`config.mk`:
```
export PLATFORM = sky130hd
export DESIGN_NAME = div_unit
export DESIGN_NICKNAME = d
export VERILOG_FILES = /design/src/hw/div_pkg.sv /design/src/hw/div_radix4_stage.sv /design/src/hw/div_round_sequencer.sv /design/src/hw/div_decode.sv /design/src/hw/div_execute.sv /design/src/hw/div_result.sv /design/src/hw/div_unit.sv
export SDC_FILE = /design/constraint.sdc
export NUM_CORES = 1
export LEC_CHECK = 0
export ABC_CLOCK_PERIOD_IN_PS = 8400
export BUFFER_PORTS_ARGS = -buffer_cell sky130_fd_sc_hd__buf_4
export CELL_PAD_IN_SITES_DETAIL_PLACEMENT = 0
export CELL_PAD_IN_SITES_GLOBAL_PLACEMENT = 2
export CORE_MARGIN = 4
export CORE_UTILIZATION = 39
export CTS_BUF_LIST = sky130_fd_sc_hd__clkbuf_8
export DETAILED_ROUTE_END_ITERATION = 8
export PLACE_DENSITY_LB_ADDON = 0.1
export SYNTH_ARGS = -nofsm -noshare
export SYNTH_HDL_FRONTEND = slang
export SYNTH_SLANG_ARGS = --single-unit
```
`constraint.sdc`:
```
create_clock -name clk -period 8.4 [get_ports clk]
set_clock_uncertainty 0.2 [all_clocks]
set_input_delay 0.42 -clock clk [delete_from_list [all_inputs] [get_ports clk]]
set_output_delay 0.42 -clock clk [all_outputs]
set_load 0.005 [all_outputs]
```
`src/hw/div_pkg.sv`:
```
package div_pkg;

	// ==============================
	// widths and round count
	// ==============================

	localparam int DIV_WIDTH      = 32;
	localparam int DIV_DIGIT_BITS = 2; // two quotient bits per round, so radix 4.
	localparam int DIV_ROUNDS     = DIV_WIDTH / DIV_DIGIT_BITS;
	localparam int DIV_ROUND_BITS = $clog2(DIV_ROUNDS);

	// ==============================
	// operations and payloads
	// ==============================

	typedef enum logic [1:0] {
		OP_DIV  = 2'd0,
		OP_DIVU = 2'd1,
		OP_REM  = 2'd2,
		OP_REMU = 2'd3
	} div_op_e;

	typedef struct packed {
		div_op_e                op;
		logic [DIV_WIDTH-1:0]   dividend;
		logic [DIV_WIDTH-1:0]   divisor;
	} div_cmd_t;

	typedef struct packed {
		logic [DIV_WIDTH-1:0]   dividend_mag;
		logic [DIV_WIDTH-1:0]   divisor_mag;
		logic                   neg_quo;
		logic                   neg_rem;
		logic                   want_rem;
		logic                   div_zero;
		logic [DIV_WIDTH-1:0]   dividend; // original operand, returned as remainder on x/0.
	} div_job_t;

	typedef struct packed {
		logic [DIV_WIDTH-1:0]   quotient;
		logic [DIV_WIDTH-1:0]   remainder;
	} div_raw_t;

endpackage

```
`src/hw/div_radix4_stage.sv`:
```
`timescale 1ns/1ps

module div_radix4_stage #(
	parameter int WIDTH = 32
) (
	input  logic [1:0]       digit,
	input  logic [WIDTH-1:0] divisor,
	input  logic [WIDTH-1:0] rem_in,
	output logic [WIDTH-1:0] rem_out,
	output logic [1:0]       q_bits
);

	logic [WIDTH:0] row_hi; // quotient bit on top, partial remainder below.
	logic [WIDTH:0] row_lo;

	function automatic logic [WIDTH:0] restore_row(
		input logic [WIDTH-1:0] rem,
		input logic             bit_in,
		input logic [WIDTH-1:0] d
	);
		logic [WIDTH:0]   shifted;
		logic [WIDTH+1:0] diff;
		shifted = {rem, bit_in};
		diff    = {1'b0, shifted} - {2'b00, d}; // the top bit is the borrow.
		if (diff[WIDTH+1]) begin
			return {1'b0, shifted[WIDTH-1:0]};
		end
		return {1'b1, diff[WIDTH-1:0]};
	endfunction

	assign row_hi  = restore_row(rem_in, digit[1], divisor);
	assign row_lo  = restore_row(row_hi[WIDTH-1:0], digit[0], divisor);
	assign q_bits  = {row_hi[WIDTH], row_lo[WIDTH]};
	assign rem_out = row_lo[WIDTH-1:0];

endmodule

```
`src/hw/div_round_sequencer.sv`:
```
`timescale 1ns/1ps

module div_round_sequencer (
	input  logic                               clk,
	input  logic                               reset,
	input  logic                               go,
	output logic [div_pkg::DIV_ROUND_BITS-1:0] round,
	output logic                               first,
	output logic                               step,
	output logic                               exec_done
);
	import div_pkg::*;

	typedef enum logic {
		ST_IDLE,
		ST_RUN
	} seq_state_e;

	seq_state_e                state;
	logic [DIV_ROUND_BITS-1:0] count;
	logic                      last;

	// round 0 runs in the go cycle itself, rounds 1 to 15 in the running state.
	assign first = (state == ST_IDLE) && go;
	assign step  = first || (state == ST_RUN);
	assign round = count;
	assign last  = (state == ST_RUN) && (count == DIV_ROUND_BITS'(DIV_ROUNDS - 1));

	always_ff @(posedge clk or negedge reset) begin
		if (!reset) begin
			state     <= ST_IDLE;
			count     <= '0;
			exec_done <= 1'b0;
		end else begin
			exec_done <= last;
			if (first) begin
				state <= ST_RUN;
			end else if (last) begin
				state <= ST_IDLE;
			end
			if (step) begin
				count <= count + 1'b1; // wraps back to zero after the last round.
			end
		end
	end

	// ==============================
	// checks
	// ==============================

	go_only_when_idle: assert property (
		@(posedge clk) disable iff (!reset)
		(state == ST_RUN) |-> !go
	);

endmodule

```
`src/hw/div_decode.sv`:
```
`timescale 1ns/1ps

module div_decode (
	input  logic              clk,
	input  logic              reset,
	input  logic              start,
	input  div_pkg::div_cmd_t cmd,
	input  logic              busy,
	output logic              go,
	output div_pkg::div_job_t job
);
	import div_pkg::*;

	logic                 accept;
	logic                 is_signed;
	logic                 a_neg;
	logic                 b_neg;
	logic                 zero_div;
	logic [DIV_WIDTH-1:0] a_mag;
	logic [DIV_WIDTH-1:0] b_mag;

	assign accept    = start && !busy; // commands during a division are dropped.
	assign is_signed = (cmd.op == OP_DIV) || (cmd.op == OP_REM);
	assign a_neg     = is_signed && cmd.dividend[DIV_WIDTH-1];
	assign b_neg     = is_signed && cmd.divisor[DIV_WIDTH-1];
	assign zero_div  = (cmd.divisor == '0);

	assign a_mag = a_neg ? -cmd.dividend : cmd.dividend; // the most negative value maps to itself.
	assign b_mag = b_neg ? -cmd.divisor : cmd.divisor;

	always_ff @(posedge clk or negedge reset) begin
		if (!reset) begin
			go <= 1'b0;
		end else begin
			go <= accept;
		end
	end

	always_ff @(posedge clk) begin
		if (accept) begin
			job.dividend_mag <= a_mag;
			job.divisor_mag  <= b_mag;
			job.neg_quo      <= (a_neg ^ b_neg) && !zero_div;
			job.neg_rem      <= a_neg; // remainder follows the dividend sign.
			job.want_rem     <= (cmd.op == OP_REM) || (cmd.op == OP_REMU);
			job.div_zero     <= zero_div;
			job.dividend     <= cmd.dividend;
		end
	end

	// a new job starts only as the top level raises busy for it.
	go_not_while_busy: assert property (
		@(posedge clk) disable iff (!reset)
		$rose(go) |-> $rose(busy)
	);

endmodule

```
`src/hw/div_execute.sv`:
```
`timescale 1ns/1ps

module div_execute (
	input  logic              clk,
	input  logic              reset,
	input  logic              go,
	input  div_pkg::div_job_t job,
	output logic              exec_done,
	output div_pkg::div_raw_t raw,
	output div_pkg::div_job_t job_out
);
	import div_pkg::*;

	logic [DIV_ROUND_BITS-1:0] round;
	logic                      first;
	logic                      step;
	div_job_t                  job_q;
	div_job_t                  job_cur;
	logic [DIV_ROUND_BITS:0]   digit_lsb;
	logic [DIV_DIGIT_BITS-1:0] digit;
	logic [DIV_WIDTH-1:0]      rem_q;
	logic [DIV_WIDTH-1:0]      rem_in;
	logic [DIV_WIDTH-1:0]      rem_next;
	logic [DIV_WIDTH-1:0]      quo_q;
	logic [DIV_DIGIT_BITS-1:0] q_bits;

	div_round_sequencer i_div_round_sequencer (
		.clk       (clk),
		.reset     (reset),
		.go        (go),
		.round     (round),
		.first     (first),
		.step      (step),
		.exec_done (exec_done)
	);

	div_radix4_stage #(
		.WIDTH (DIV_WIDTH)
	) i_div_radix4_stage (
		.digit   (digit),
		.divisor (job_cur.divisor_mag),
		.rem_in  (rem_in),
		.rem_out (rem_next),
		.q_bits  (q_bits)
	);

	assign job_cur = first ? job : job_q; // the local copy is only loaded at the end of round 0.

	// round 0 takes bits 31:30, round 15 takes bits 1:0.
	assign digit_lsb = {~round, 1'b0};
	assign digit     = job_cur.dividend_mag[digit_lsb +: DIV_DIGIT_BITS];
	assign rem_in    = first ? '0 : rem_q;

	always_ff @(posedge clk) begin
		if (go) begin
			job_q <= job;
		end
		if (step) begin
			rem_q <= rem_next;
			quo_q <= {quo_q[DIV_WIDTH-DIV_DIGIT_BITS-1:0], q_bits};
		end
	end

	assign raw.quotient  = quo_q;
	assign raw.remainder = rem_q;
	assign job_out       = job_q;

endmodule

```
`src/hw/div_result.sv`:
```
`timescale 1ns/1ps

module div_result (
	input  logic                            clk,
	input  logic                            reset,
	input  logic                            exec_done,
	input  div_pkg::div_raw_t               raw,
	input  div_pkg::div_job_t               job,
	output logic                            done,
	output logic [div_pkg::DIV_WIDTH-1:0]   result
);
	import div_pkg::*;

	logic [DIV_WIDTH-1:0] quo_fix;
	logic [DIV_WIDTH-1:0] rem_fix;
	logic [DIV_WIDTH-1:0] word;

	always_comb begin
		quo_fix = job.neg_quo ? -raw.quotient : raw.quotient;
		rem_fix = job.neg_rem ? -raw.remainder : raw.remainder;
		if (job.div_zero) begin
			quo_fix = '1;
			rem_fix = job.dividend; // x/0 leaves the dividend as remainder.
		end
		word = job.want_rem ? rem_fix : quo_fix;
	end

	always_ff @(posedge clk or negedge reset) begin
		if (!reset) begin
			done   <= 1'b0;
			result <= '0;
		end else begin
			done <= exec_done;
			if (exec_done) begin
				result <= word; // held until the next completion.
			end
		end
	end

endmodule

```
`src/hw/div_unit.sv`:
```
`timescale 1ns/1ps

module div_unit (
	input  logic                          clk,
	input  logic                          reset,
	input  logic                          start,
	input  div_pkg::div_cmd_t             cmd,
	output logic                          busy,
	output logic                          done,
	output logic [div_pkg::DIV_WIDTH-1:0] result
);
	import div_pkg::*;

	logic     go;
	logic     exec_done;
	div_job_t job;
	div_job_t job_exec;
	div_raw_t raw;

	// ==============================
	// busy tracking
	// ==============================

	always_ff @(posedge clk or negedge reset) begin
		if (!reset) begin
			busy <= 1'b0;
		end else if (exec_done) begin
			busy <= 1'b0; // drops in the same cycle that done is high.
		end else if (start && !busy) begin
			busy <= 1'b1;
		end
	end

	div_decode i_div_decode (
		.clk   (clk),
		.reset (reset),
		.start (start),
		.cmd   (cmd),
		.busy  (busy),
		.go    (go),
		.job   (job)
	);

	div_execute i_div_execute (
		.clk       (clk),
		.reset     (reset),
		.go        (go),
		.job       (job),
		.exec_done (exec_done),
		.raw       (raw),
		.job_out   (job_exec)
	);

	div_result i_div_result (
		.clk       (clk),
		.reset     (reset),
		.exec_done (exec_done),
		.raw       (raw),
		.job       (job_exec),
		.done      (done),
		.result    (result)
	);

endmodule

```
**Word level (Yosys, flattened, before mapping)**

Index checks and enable logic that the tools add are counted.

- Flip-flop bits (word level): 305
- Output and inout bits: 34
- Word-level logic and storage cells: 73

- $add $sub $neg: 7
- Equality and inequality tests: 3
- Shifts and indexed selects: 1
- Multiplexer cells: 19
- Bitwise logic cells: 3
- Reduce and logical (&&, ||, !) cells: 15

Operators by type and width:

| kind | number |
|---|---|
| 2-to-1 mux 32 bit | 10 |
| negation 32 bit | 4 |
| 2-to-1 mux 100 bit | 1 |
| subtractor 33 x 32 -> 34 bit | 2 |
| 2-to-1 mux 33 bit | 2 |
| zero test 32 bit | 1 |
| variable part select 32 x 6 -> 2 bit | 1 |
| logical AND 1 bit | 6 |
| 2-to-1 mux 1 bit | 6 |
| adder 4 x 1 -> 4 bit (second input constant) | 1 |
| == test 2 bit (second input constant) | 2 |
| == test 4 bit (second input constant) | 1 |
| NOT 4 bit | 1 |
| nonzero test 2 bit | 2 |
| logical OR 1 bit | 3 |
| zero test 1 bit | 2 |
| zero test 2 bit | 1 |
| NOT 1 bit | 1 |
| XOR 1 bit | 1 |

**Depth between registers and ports, before layout**

Gate-level depths: netlist of run 1.

- Word-level depth: 10
- Mapped depth: 34
- Mapped depth without buffers: 26

**Modules after synthesis**

From an unflattened synthesis of run 1, not the netlist that was laid out.

- Cell total of the unflattened synthesis: 1579
- Area total of the unflattened synthesis: 18114.9 um2

Modules (own cells, without submodules):

| module | instances | cells an instance | area each (um2) | seq. area each (um2) |
|---|---|---|---|---|
| div_execute | 1 | 307 | 6127.1 | 4924.7 |
| div_decode | 1 | 313 | 4406.7 | 2997.9 |
| div_radix4_stage | 1 | 540 | 4065.1 | 0.0 |
| div_result | 1 | 399 | 3234.4 | 825.8 |
| div_round_sequencer | 1 | 18 | 246.5 | 150.1 |
| div_unit | 1 | 2 | 35.0 | 25.0 |

**Worst setup path before layout of run 1**

OpenSTA, ideal clock, no wires.

- Path type: register to register
- Start: register i_div_decode.go
- End: register i_div_execute.rem_q[7], data pin
- Library setup time: 0.262 ns
- Data arrival time: 8.707 ns
- Required time: 7.938 ns
- Setup slack: -0.769 ns
- Cell stages (with the launch flop): 32
- Period minus slack after synthesis: 9.169 ns
- Cells stage by stage: dfrtp_1 nand2b_1 clkbuf_1 buf_1 clkbuf_1 clkbuf_1 buf_1 mux2i_1 ha_1 clkbuf_1 nand3_1 or2_2 a2111oi_1 o21ai_1 nand2b_1 o31a_1 buf_2 buf_2 mux2_2 ha_1 a21o_1 a21o_1 a21o_1 a221oi_1 o21a_1 o41ai_1 o31a_1 a21o_1 a31o_1 buf_2 buf_6 mux2_1

- Longest elaborated chain between the ends: 9
- Elaborated cells on any way between the ends: 12
- Classes of those cells: 2 x add/sub; 1 x shift; 8 x mux; 1 x reduce/logical

Ends and longest elaborated chain:

| element | line | source |
|---|---|---|
| start, declared | div_decode.sv:9 | `output logic go,` |
| start signal, assigned | div_decode.sv:35 | `go <= accept;` |
| logical AND 1 bit (*) | div_round_sequencer.sv:24 | `assign first = (state == ST_IDLE) && go;` |
| 2-to-1 mux 100 bit | div_execute.sv:47 | `assign job_cur = first ? job : job_q;` |
| variable part select 32 x 6 -> 2 bit | div_execute.sv:51 | `assign digit = job_cur.dividend_mag[digit_lsb +: DIV_DIGIT_BITS];` |
| subtractor 33 x 32 -> 34 bit | div_radix4_stage.sv:24 | `diff = {1'b0, shifted} - {2'b00, d};` |
| 2-to-1 mux 1 bit | div_radix4_stage.sv:25 | `if (diff[WIDTH+1]) begin` |
| 2-to-1 mux 32 bit | div_radix4_stage.sv:28 | `return {1'b1, diff[WIDTH-1:0]};` |
| subtractor 33 x 32 -> 34 bit | div_radix4_stage.sv:24 |  |
| 2-to-1 mux 1 bit | div_radix4_stage.sv:25 |  |
| 2-to-1 mux 32 bit (*) | div_radix4_stage.sv:28 |  |
| net i_div_execute.i_div_radix4_stage.rem_out[7] | div_radix4_stage.sv:9 | `output logic [WIDTH-1:0] rem_out,` |
| end signal, assigned | div_execute.sv:59 | `rem_q <= rem_next;` |
| end, declared | div_execute.sv:21 | `logic [DIV_WIDTH-1:0] rem_q;` |

The timed path passes the listed nets; every way through them passes the cells marked *. The select of a mux whose other input is x is not followed.
A chain may end at the register's enable or synchronous reset.

**Worst setup path after layout of run 1**

- Start: register i_div_decode.go
- End: register i_div_execute.rem_q[28], data pin

Same word-level chain as after synthesis.

==> results of run 1 <==
==> state kept, by name, indices dropped and copies added (netlist names) <==
signal                                         flops
busy                                               1
i_div_decode.go                                    1
i_div_decode.job                                  99
i_div_execute.i_div_round_sequencer.exec_done      1
i_div_execute.i_div_round_sequencer.round          4
i_div_execute.i_div_round_sequencer.state          1
i_div_execute.job_out                             99
i_div_execute.quo_q                               32
i_div_execute.rem_q                               32
i_div_result.done                                  1
i_div_result.result                               32
==> logic make-up after synthesis <==
group                      synth area share [%]
and+or+nand+nor                            9.12
AOI/OAI and AO/OA                          13.6
buffers and inverters                      2.87
muxes                                      9.94
xor gates and xnor gates                   8.59
DFF                                        50.7
adders and majority gates                  5.15
==> timing repair <==
item / 4_1_cts / 5_1_grt
setup endpoints to repair: 0 / 29
hold endpoints to repair: 138 / 0
resized for setup: 0 / 1
hold buffers: 73 / 0
==> power by group through the flow <==
stage,logic (mW),registers [mW],clock network [mW]
after CTS,5.09,2.66,1.39
after floorplan,3.86,2.55,0
final,5.10,2.65,1.34
after global routing,5.62,2.69,1.46
after detailed placement,5.01,2.69,0
after global placement,5.04,2.69,0
==> path summary, 6_finish.rpt <==
check,cells after the start,to,startpoint,slack [ps]
max,27,i_div_execute.rem_q[28],i_div_decode.go,580
min,3,i_div_decode.job[37],cmd[1],40
max reg2reg,27,i_div_execute.rem_q[28],i_div_decode.go,580
min reg2reg,0,i_div_execute.job_out[28],i_div_decode.job[28],210
max in group asynchronous,2,i_div_decode.go,reset,7370
min in group asynchronous,2,busy,reset,130
==> metrics by stage <==
| stage | setup slack, ps | std cells |
|---|---|---|
| after floorplan | 30.5 | 1485 |
| final | 578 | 2309 |
| after detailed placement | 517 | 2138 |
| after CTS | 472 | 2309 |
| after global routing | 2.53 | 2309 |
| after global placement | 527 | 2138 |
==> critical path, stage by stage (launching register included) <==
cell and delay (ps):
dfrtp_4 480, nand2b_4 310, mux4_2 280, mux4_2 230
mux2i_1 120, ha_1 270, nor2b_1 180, o2111ai_1 190
a21oi_1 290, o21ai_1 90, buf_4 160, a2111oi_1 600
o21ai_1 170, nand2b_1 150, o31a_1 150, buf_4 420
mux2i_1 240, fa_1 490, a211oi_1 290, o21ai_0 180
a21oi_1 430, o211ai_1 240, o32a_1 420, a41oi_1 300
nand2b_1 140, a31oi_1 210, xnor2_1 80, mux2_2 260
==> metal layers <==
metal	track usage, %	part of all wire, %	vias to the layer above
li1	-	-	5973
met1	29.6	50	5898
met2	28.1	43	242
met3	3.12	4.3	64
met4	5.02	2.3	0
met5	0	0	-
==> cell type report <==
| cell class | instances | area (µm²) |
|---|---|---|
| timing repair buffer | 195 | 1660 |
| sequential | 303 | 8900 |
| inverter | 65 | 244 |
| clock buffer | 60 | 826 |
| fill | 4112 | 23600 |
| clock inverter | 38 | 230 |
| multi-input combinational | 1056 | 8160 |
| tap | 592 | 741 |
==> cell usage in the layout, fill, tap and decap left out, types with 10 or more instances in the layout <==
cell,instances
a21o_1,39
a21oi_1,78
a22oi_1,11
and2_1,28
buf_4,121
clkbuf_8,60
dfrtp_1,40
dlygate4sd3_1,73
edfxtp_1,262
ha_1,69
inv_1,88
mux2_2,63
mux2i_1,56
mux4_2,20
nand2_1,90
nand2b_1,18
nand3_1,18
nor2_1,66
nor3_1,18
o21a_1,11
o21ai_0,91
o21ai_1,10
o221ai_1,22
o31ai_1,26
o41ai_1,14
or4_1,15
xnor2_1,106
xor2_1,66
==> flow_metrics.env, run 1 <==
export IMPL_max_freq_mhz=128
export IMPL_die_w_um=220
export IMPL_worstSkewPairLatency_ps=650
export IMPL_dp_final_hpwl_um=34500
export IMPL_remaining_drc_errors=0
export IMPL_final_hold_violation_count=0
export IMPL_required_ps=8590
export IMPL_status="completed"
export IMPL_synth_edf_count=262
export IMPL_p_leak_nw=8.13
export IMPL_syn_mean_instance_area_um2=11.8
export IMPL_swShare_pct=40.6
export IMPL_internal_power_mw=5.40
export IMPL_synth_seq_area_share_pct=50.7
export IMPL_gr_usage_all_layers_pct=19.2
export IMPL_die_h_um=220
export IMPL_synth_distinct_cells=73
export IMPL_avgRoutedWirePerCell_um=20.3
export IMPL_grt_pass1_wl_um=71200
export IMPL_netlist_top_cells_count="edfxtp_1, xnor2_1, o21ai_0"
export IMPL_max_cap_violations=0
export IMPL_synth_most_common_cell="edfxtp_1"
export IMPL_fin_util_pct=46.8
export IMPL_htreeDepth=2
export IMPL_syn_nets=1625
export IMPL_cp_end_kind="register"
export IMPL_yosysWarnings=0
export IMPL_drive_gt1_share_pct=17.8
export IMPL_path_max_fanout=32
export IMPL_antennaDiodeCount=0
export IMPL_io_pins=103
export IMPL_nNetsFinal=1814
export IMPL_min_period_ps=7820
export IMPL_cp_arrival_ps=8010
export IMPL_drt_iter0_markers=901
export IMPL_clkSinkCount=303
export IMPL_ys_ff_latch=303
export IMPL_grt_pass1_vias=12000
export IMPL_dieArea_mm2=0.0484
export IMPL_grt_overflow=0
export IMPL_syn_area_mm2=0.0175
export IMPL_clkPwrFrac_pct=14.7
export IMPL_yosys_top_cells_area="edfxtp_1, dfrtp_1, xnor2_1"
export IMPL_final_area_mm2=0.0208
export IMPL_place_area_mm2=0.0190
export IMPL_worstSetupPathType="reg -> reg"
export IMPL_viasPerCell=5.27
export IMPL_setup_tns_ps=0
export IMPL_area_growth_syn_to_layout_pct=18.4
export IMPL_num_vias=12200
export IMPL_ant_nets=0
export IMPL_p_per_area_mw_per_mm2=438
export IMPL_cts_buffers=53
export IMPL_port_buffers=102
export IMPL_synthArstFlopShare_pct=13.5
export IMPL_worstSetupStartpointType="register"
export IMPL_min_path_type="in -> reg"
export IMPL_drt_total_wl_um=46900
export IMPL_relSlewSlack_pct=30.1
export IMPL_synthFlopType="edfxtp_1"
export IMPL_worst_pin_slew_ps=1050
export IMPL_synth_cells=1485
export IMPL_firstDrtPassIters=7
export IMPL_ir_worst_vdd_uv=306
export IMPL_synthDominantCellAreaShare_pct=44.9
export IMPL_post_cts_setup_buffers=0
export IMPL_rsz0062_at_grt="no"
export IMPL_period_share_pct=93.1
export IMPL_setup_viol=0
export IMPL_maxSlewViolCount=0
export IMPL_p_switching_mw=3.69
export IMPL_core_area_mm2=0.0443
export IMPL_seqPwrFrac_pct=29.2
export IMPL_clk_pin_slew_ps=60
export IMPL_gp_congestion=0.824
export IMPL_power_total_mw=9.09
export IMPL_p_comb_share_pct=56.1
export IMPL_antenna_found_initial=1
export IMPL_grt_start_max_net_pins=65
export IMPL_initial_core_util_pct=39.6
export IMPL_clockBufferDepth=3
export IMPL_hold_ws_ps=35.8
export IMPL_cts_tree="built"
export IMPL_row_count=77
export IMPL_synth_largest_area_cell="edfxtp_1"
export IMPL_cts_root_buffer_cell="clkbuf_8"
Power figures use the tool's default switching activity.
==> run 2, diff against run 1 <==
--- a/config.mk
+++ b/config.mk
@@ -18,2 +18,3 @@
 export SYNTH_HDL_FRONTEND = slang
+export SYNTH_HIERARCHICAL = 1
 export SYNTH_SLANG_ARGS = --single-unit
==> constraint.sdc (replaced) <==
create_clock -name clk -period 8.4 [get_ports clk]
set_clock_uncertainty 0.2 [all_clocks]
set_input_delay 1.26 -clock clk [delete_from_list [all_inputs] [get_ports clk]]
set_output_delay 1.26 -clock clk [all_outputs]
set_load 0.005 [all_outputs]
==> run 2 against run 1 <==
Against the previous run:
- area after synthesis is 3.3% higher
- non-clock buffer count decreased by 71
- sequential cell count rose by 1
- power increased by 2.2%
- cell count grew 1.4%
- via count is 5.2% higher
- clock power is essentially flat
- register-to-register slack got worse by 30 ps
==> flow_metrics.env, run 2 <==
export IMPL_status="completed"
export IMPL_drive_gt1_share_pct=17.0
export IMPL_num_vias=12800
export IMPL_clkSinkCount=304
export IMPL_yosysWarnings=6
export IMPL_ir_worst_vdd_uv=195
export IMPL_port_buffers=102
export IMPL_num_fill_cells=4352
export IMPL_crit_path_max_incr_delay_ps=470
export IMPL_p_per_area_mw_per_mm2=453
export IMPL_setup_viol=0
export IMPL_min_path_type="reg -> reg"
export IMPL_ant_nets=0
export IMPL_syn_nets=1719
export IMPL_dp_final_hpwl_um=38400
export IMPL_worstSkewPairLatency_ps=640
export IMPL_max_freq_mhz=127
export IMPL_core_area_mm2=0.0457
export IMPL_relSlewSlack_pct=36.7
export IMPL_worstSetupStartpointType="register"
export IMPL_clockBufferDepth=3
export IMPL_viasPerCell=5.47
export IMPL_required_ps=8580
export IMPL_post_cts_setup_buffers=0
export IMPL_hold_ws_ps=218
export IMPL_rsz0062_at_grt="no"
export IMPL_ys_ff_latch=304
export IMPL_maxSlewViolCount=0
export IMPL_remaining_drc_errors=0
export IMPL_hold_buffers=0
export IMPL_period_share_pct=93.5
export IMPL_nNetsFinal=1837
export IMPL_grt_start_max_net_pins=65
export IMPL_avgRoutedWirePerCell_um=22.1
export IMPL_synth_most_common_cell="edfxtp_1"
export IMPL_cp_end_kind="register"
export IMPL_crit_top_cell="buf_4"
export IMPL_synthDominantCellAreaShare_pct=43.6
export IMPL_row_count=78
export IMPL_synthArstFlopShare_pct=13.5
export IMPL_area_growth_syn_to_layout_pct=13.3
export IMPL_synth_cells=1579
export IMPL_firstDrtPassIters=5
export IMPL_max_cap_violations=0
export IMPL_syn_mean_instance_area_um2=11.5
export IMPL_netlist_top_cells_count="edfxtp_1, xnor2_1, a21oi_1"
export IMPL_p_leak_nw=7.80
export IMPL_grt_overflow=0
export IMPL_die_w_um=224
export IMPL_die_h_um=224
export IMPL_final_hold_violation_count=0
export IMPL_yosys_top_cells_area="edfxtp_1, dfrtp_1, xnor2_1"
export IMPL_cp_arrival_ps=8040
export IMPL_worstSetupPathType="reg -> reg"
export IMPL_drt_iter0_markers=1023
export IMPL_antennaDiodeCount=0
export IMPL_setup_tns_ps=0
export IMPL_initial_core_util_pct=39.7
export IMPL_gp_congestion=0.874
export IMPL_synth_largest_area_cell="edfxtp_1"
export IMPL_largest_reg_flops=100
export IMPL_cts_tree="built"
export IMPL_synth_distinct_cells=92
export IMPL_post_cts_resized=0
export IMPL_cts_buffers=55
export IMPL_min_period_ps=7860
export IMPL_drt_total_wl_um=51700
export IMPL_grt_pass1_vias=12900
export IMPL_final_common_cell="edfxtp_1"
export IMPL_slowest_stage="dfrtp_4"
export IMPL_cts_root_buffer_cell="clkbuf_8"
export IMPL_final_cell_mix="edfxtp_1, buf_4, xnor2_1"
export IMPL_syn_area_mm2=0.0181
export IMPL_antenna_found_initial=0
export IMPL_synth_edf_count=263
export IMPL_gr_usage_all_layers_pct=20.3
export IMPL_worst_pin_slew_ps=950
export IMPL_grt_pass1_wl_um=78500
export IMPL_synth_seq_area_share_pct=49.3
export IMPL_synthFlopType="edfxtp_1"
export IMPL_io_pins=103
export IMPL_dieArea_mm2=0.0500
export IMPL_clk_pin_slew_ps=60
export IMPL_path_max_fanout=30
export IMPL_htreeDepth=2
-- run 2: where the power goes --
part           internal (mW)  switching [mW]  total (mW)
Clock                  0.675           0.647        1.32
Combinational           2.54            2.76        5.30
Sequential              2.28           0.391        2.67
Total                   5.50            3.80        9.29
-- run 2: cell type report --
type | count | area, µm² | share of cell area [%]
clock buffer | 58 | 798 | 3.89
clock inverter | 44 | 230 | 1.12
inverter | 72 | 272 | 1.32
multi-input combinational | 1140 | 8610 | 42.0
sequential | 304 | 8930 | 43.5
tap | 600 | 751 | 3.66
timing repair buffer | 124 | 935 | 4.55
-- run 2: cells by family (layout without fill, tap and decap cells) --
family                     after synthesis  count (layout)  share of synthesized area, %
buffers and inverters                  135             298                          3.27
DFF                                    304             304                          49.3
muxes                                  122             122                          7.87
AOI/OAI and AO/OA                      399             399                          15.2
xor gates and xnor gates               169             169                          8.17
and+or+nand+nor                        379             379                          11.3
adders and majority gates               71              71                          4.99
-- run 2: stage by stage --
step	utilization (%)	instances	setup WS, ps	area, µm²	power [mW]
after floorplan	-	1579	319	18100	6.64
after CTS	44.9	2342	352	20500	9.37
after global routing	44.9	2342	53.7	20500	9.96
final	44.9	2342	545	20500	9.29
after global placement	42.7	2240	560	19500	8.00
after detailed placement	42.7	2240	409	19500	8.00
-- run 2: critical path, delay by kind of cell (launching register included) --
family | cells | cell delay, ps
AO/OA/AOI/OAI | 13 | 3090
AND/OR/NAND/NOR | 7 | 1400
buffers and inverters | 4 | 1030
multiplexers | 2 | 770
adder cells (fa/ha/maj) | 2 | 590
flip-flops | 1 | 470
-- run 2: path summary, 6_finish.rpt --
| check | start | cells past startpoint | endpoint | slack, ps |
|---|---|---|---|---|
| worst max-delay path | i_div_decode/go | 28 | i_div_execute/rem_q[3] | 540 |
| worst min-delay path | i_div_decode/job[6] | 0 | i_div_execute/job_out[6] | 220 |
| worst max register to register | i_div_decode/go | 28 | i_div_execute/rem_q[3] | 540 |
| worst min register to register | i_div_decode/job[6] | 0 | i_div_execute/job_out[6] | 220 |
| max in group asynchronous | reset | 1 | i_div_decode/go | 7140 |
| min in group asynchronous | reset | 1 | i_div_execute/i_div_round_sequencer/state | 420 |
-- run 2: metal layers --
layer  GRT usage [%]  part of all wire (%)  vias to the layer above
li1                -                     -                     6213
met4            5.91                   2.4                        0
met1            29.3                    49                     6290
met3            2.78                   3.3                       72
met2            31.9                    46                      237
met5               0                     0                        -
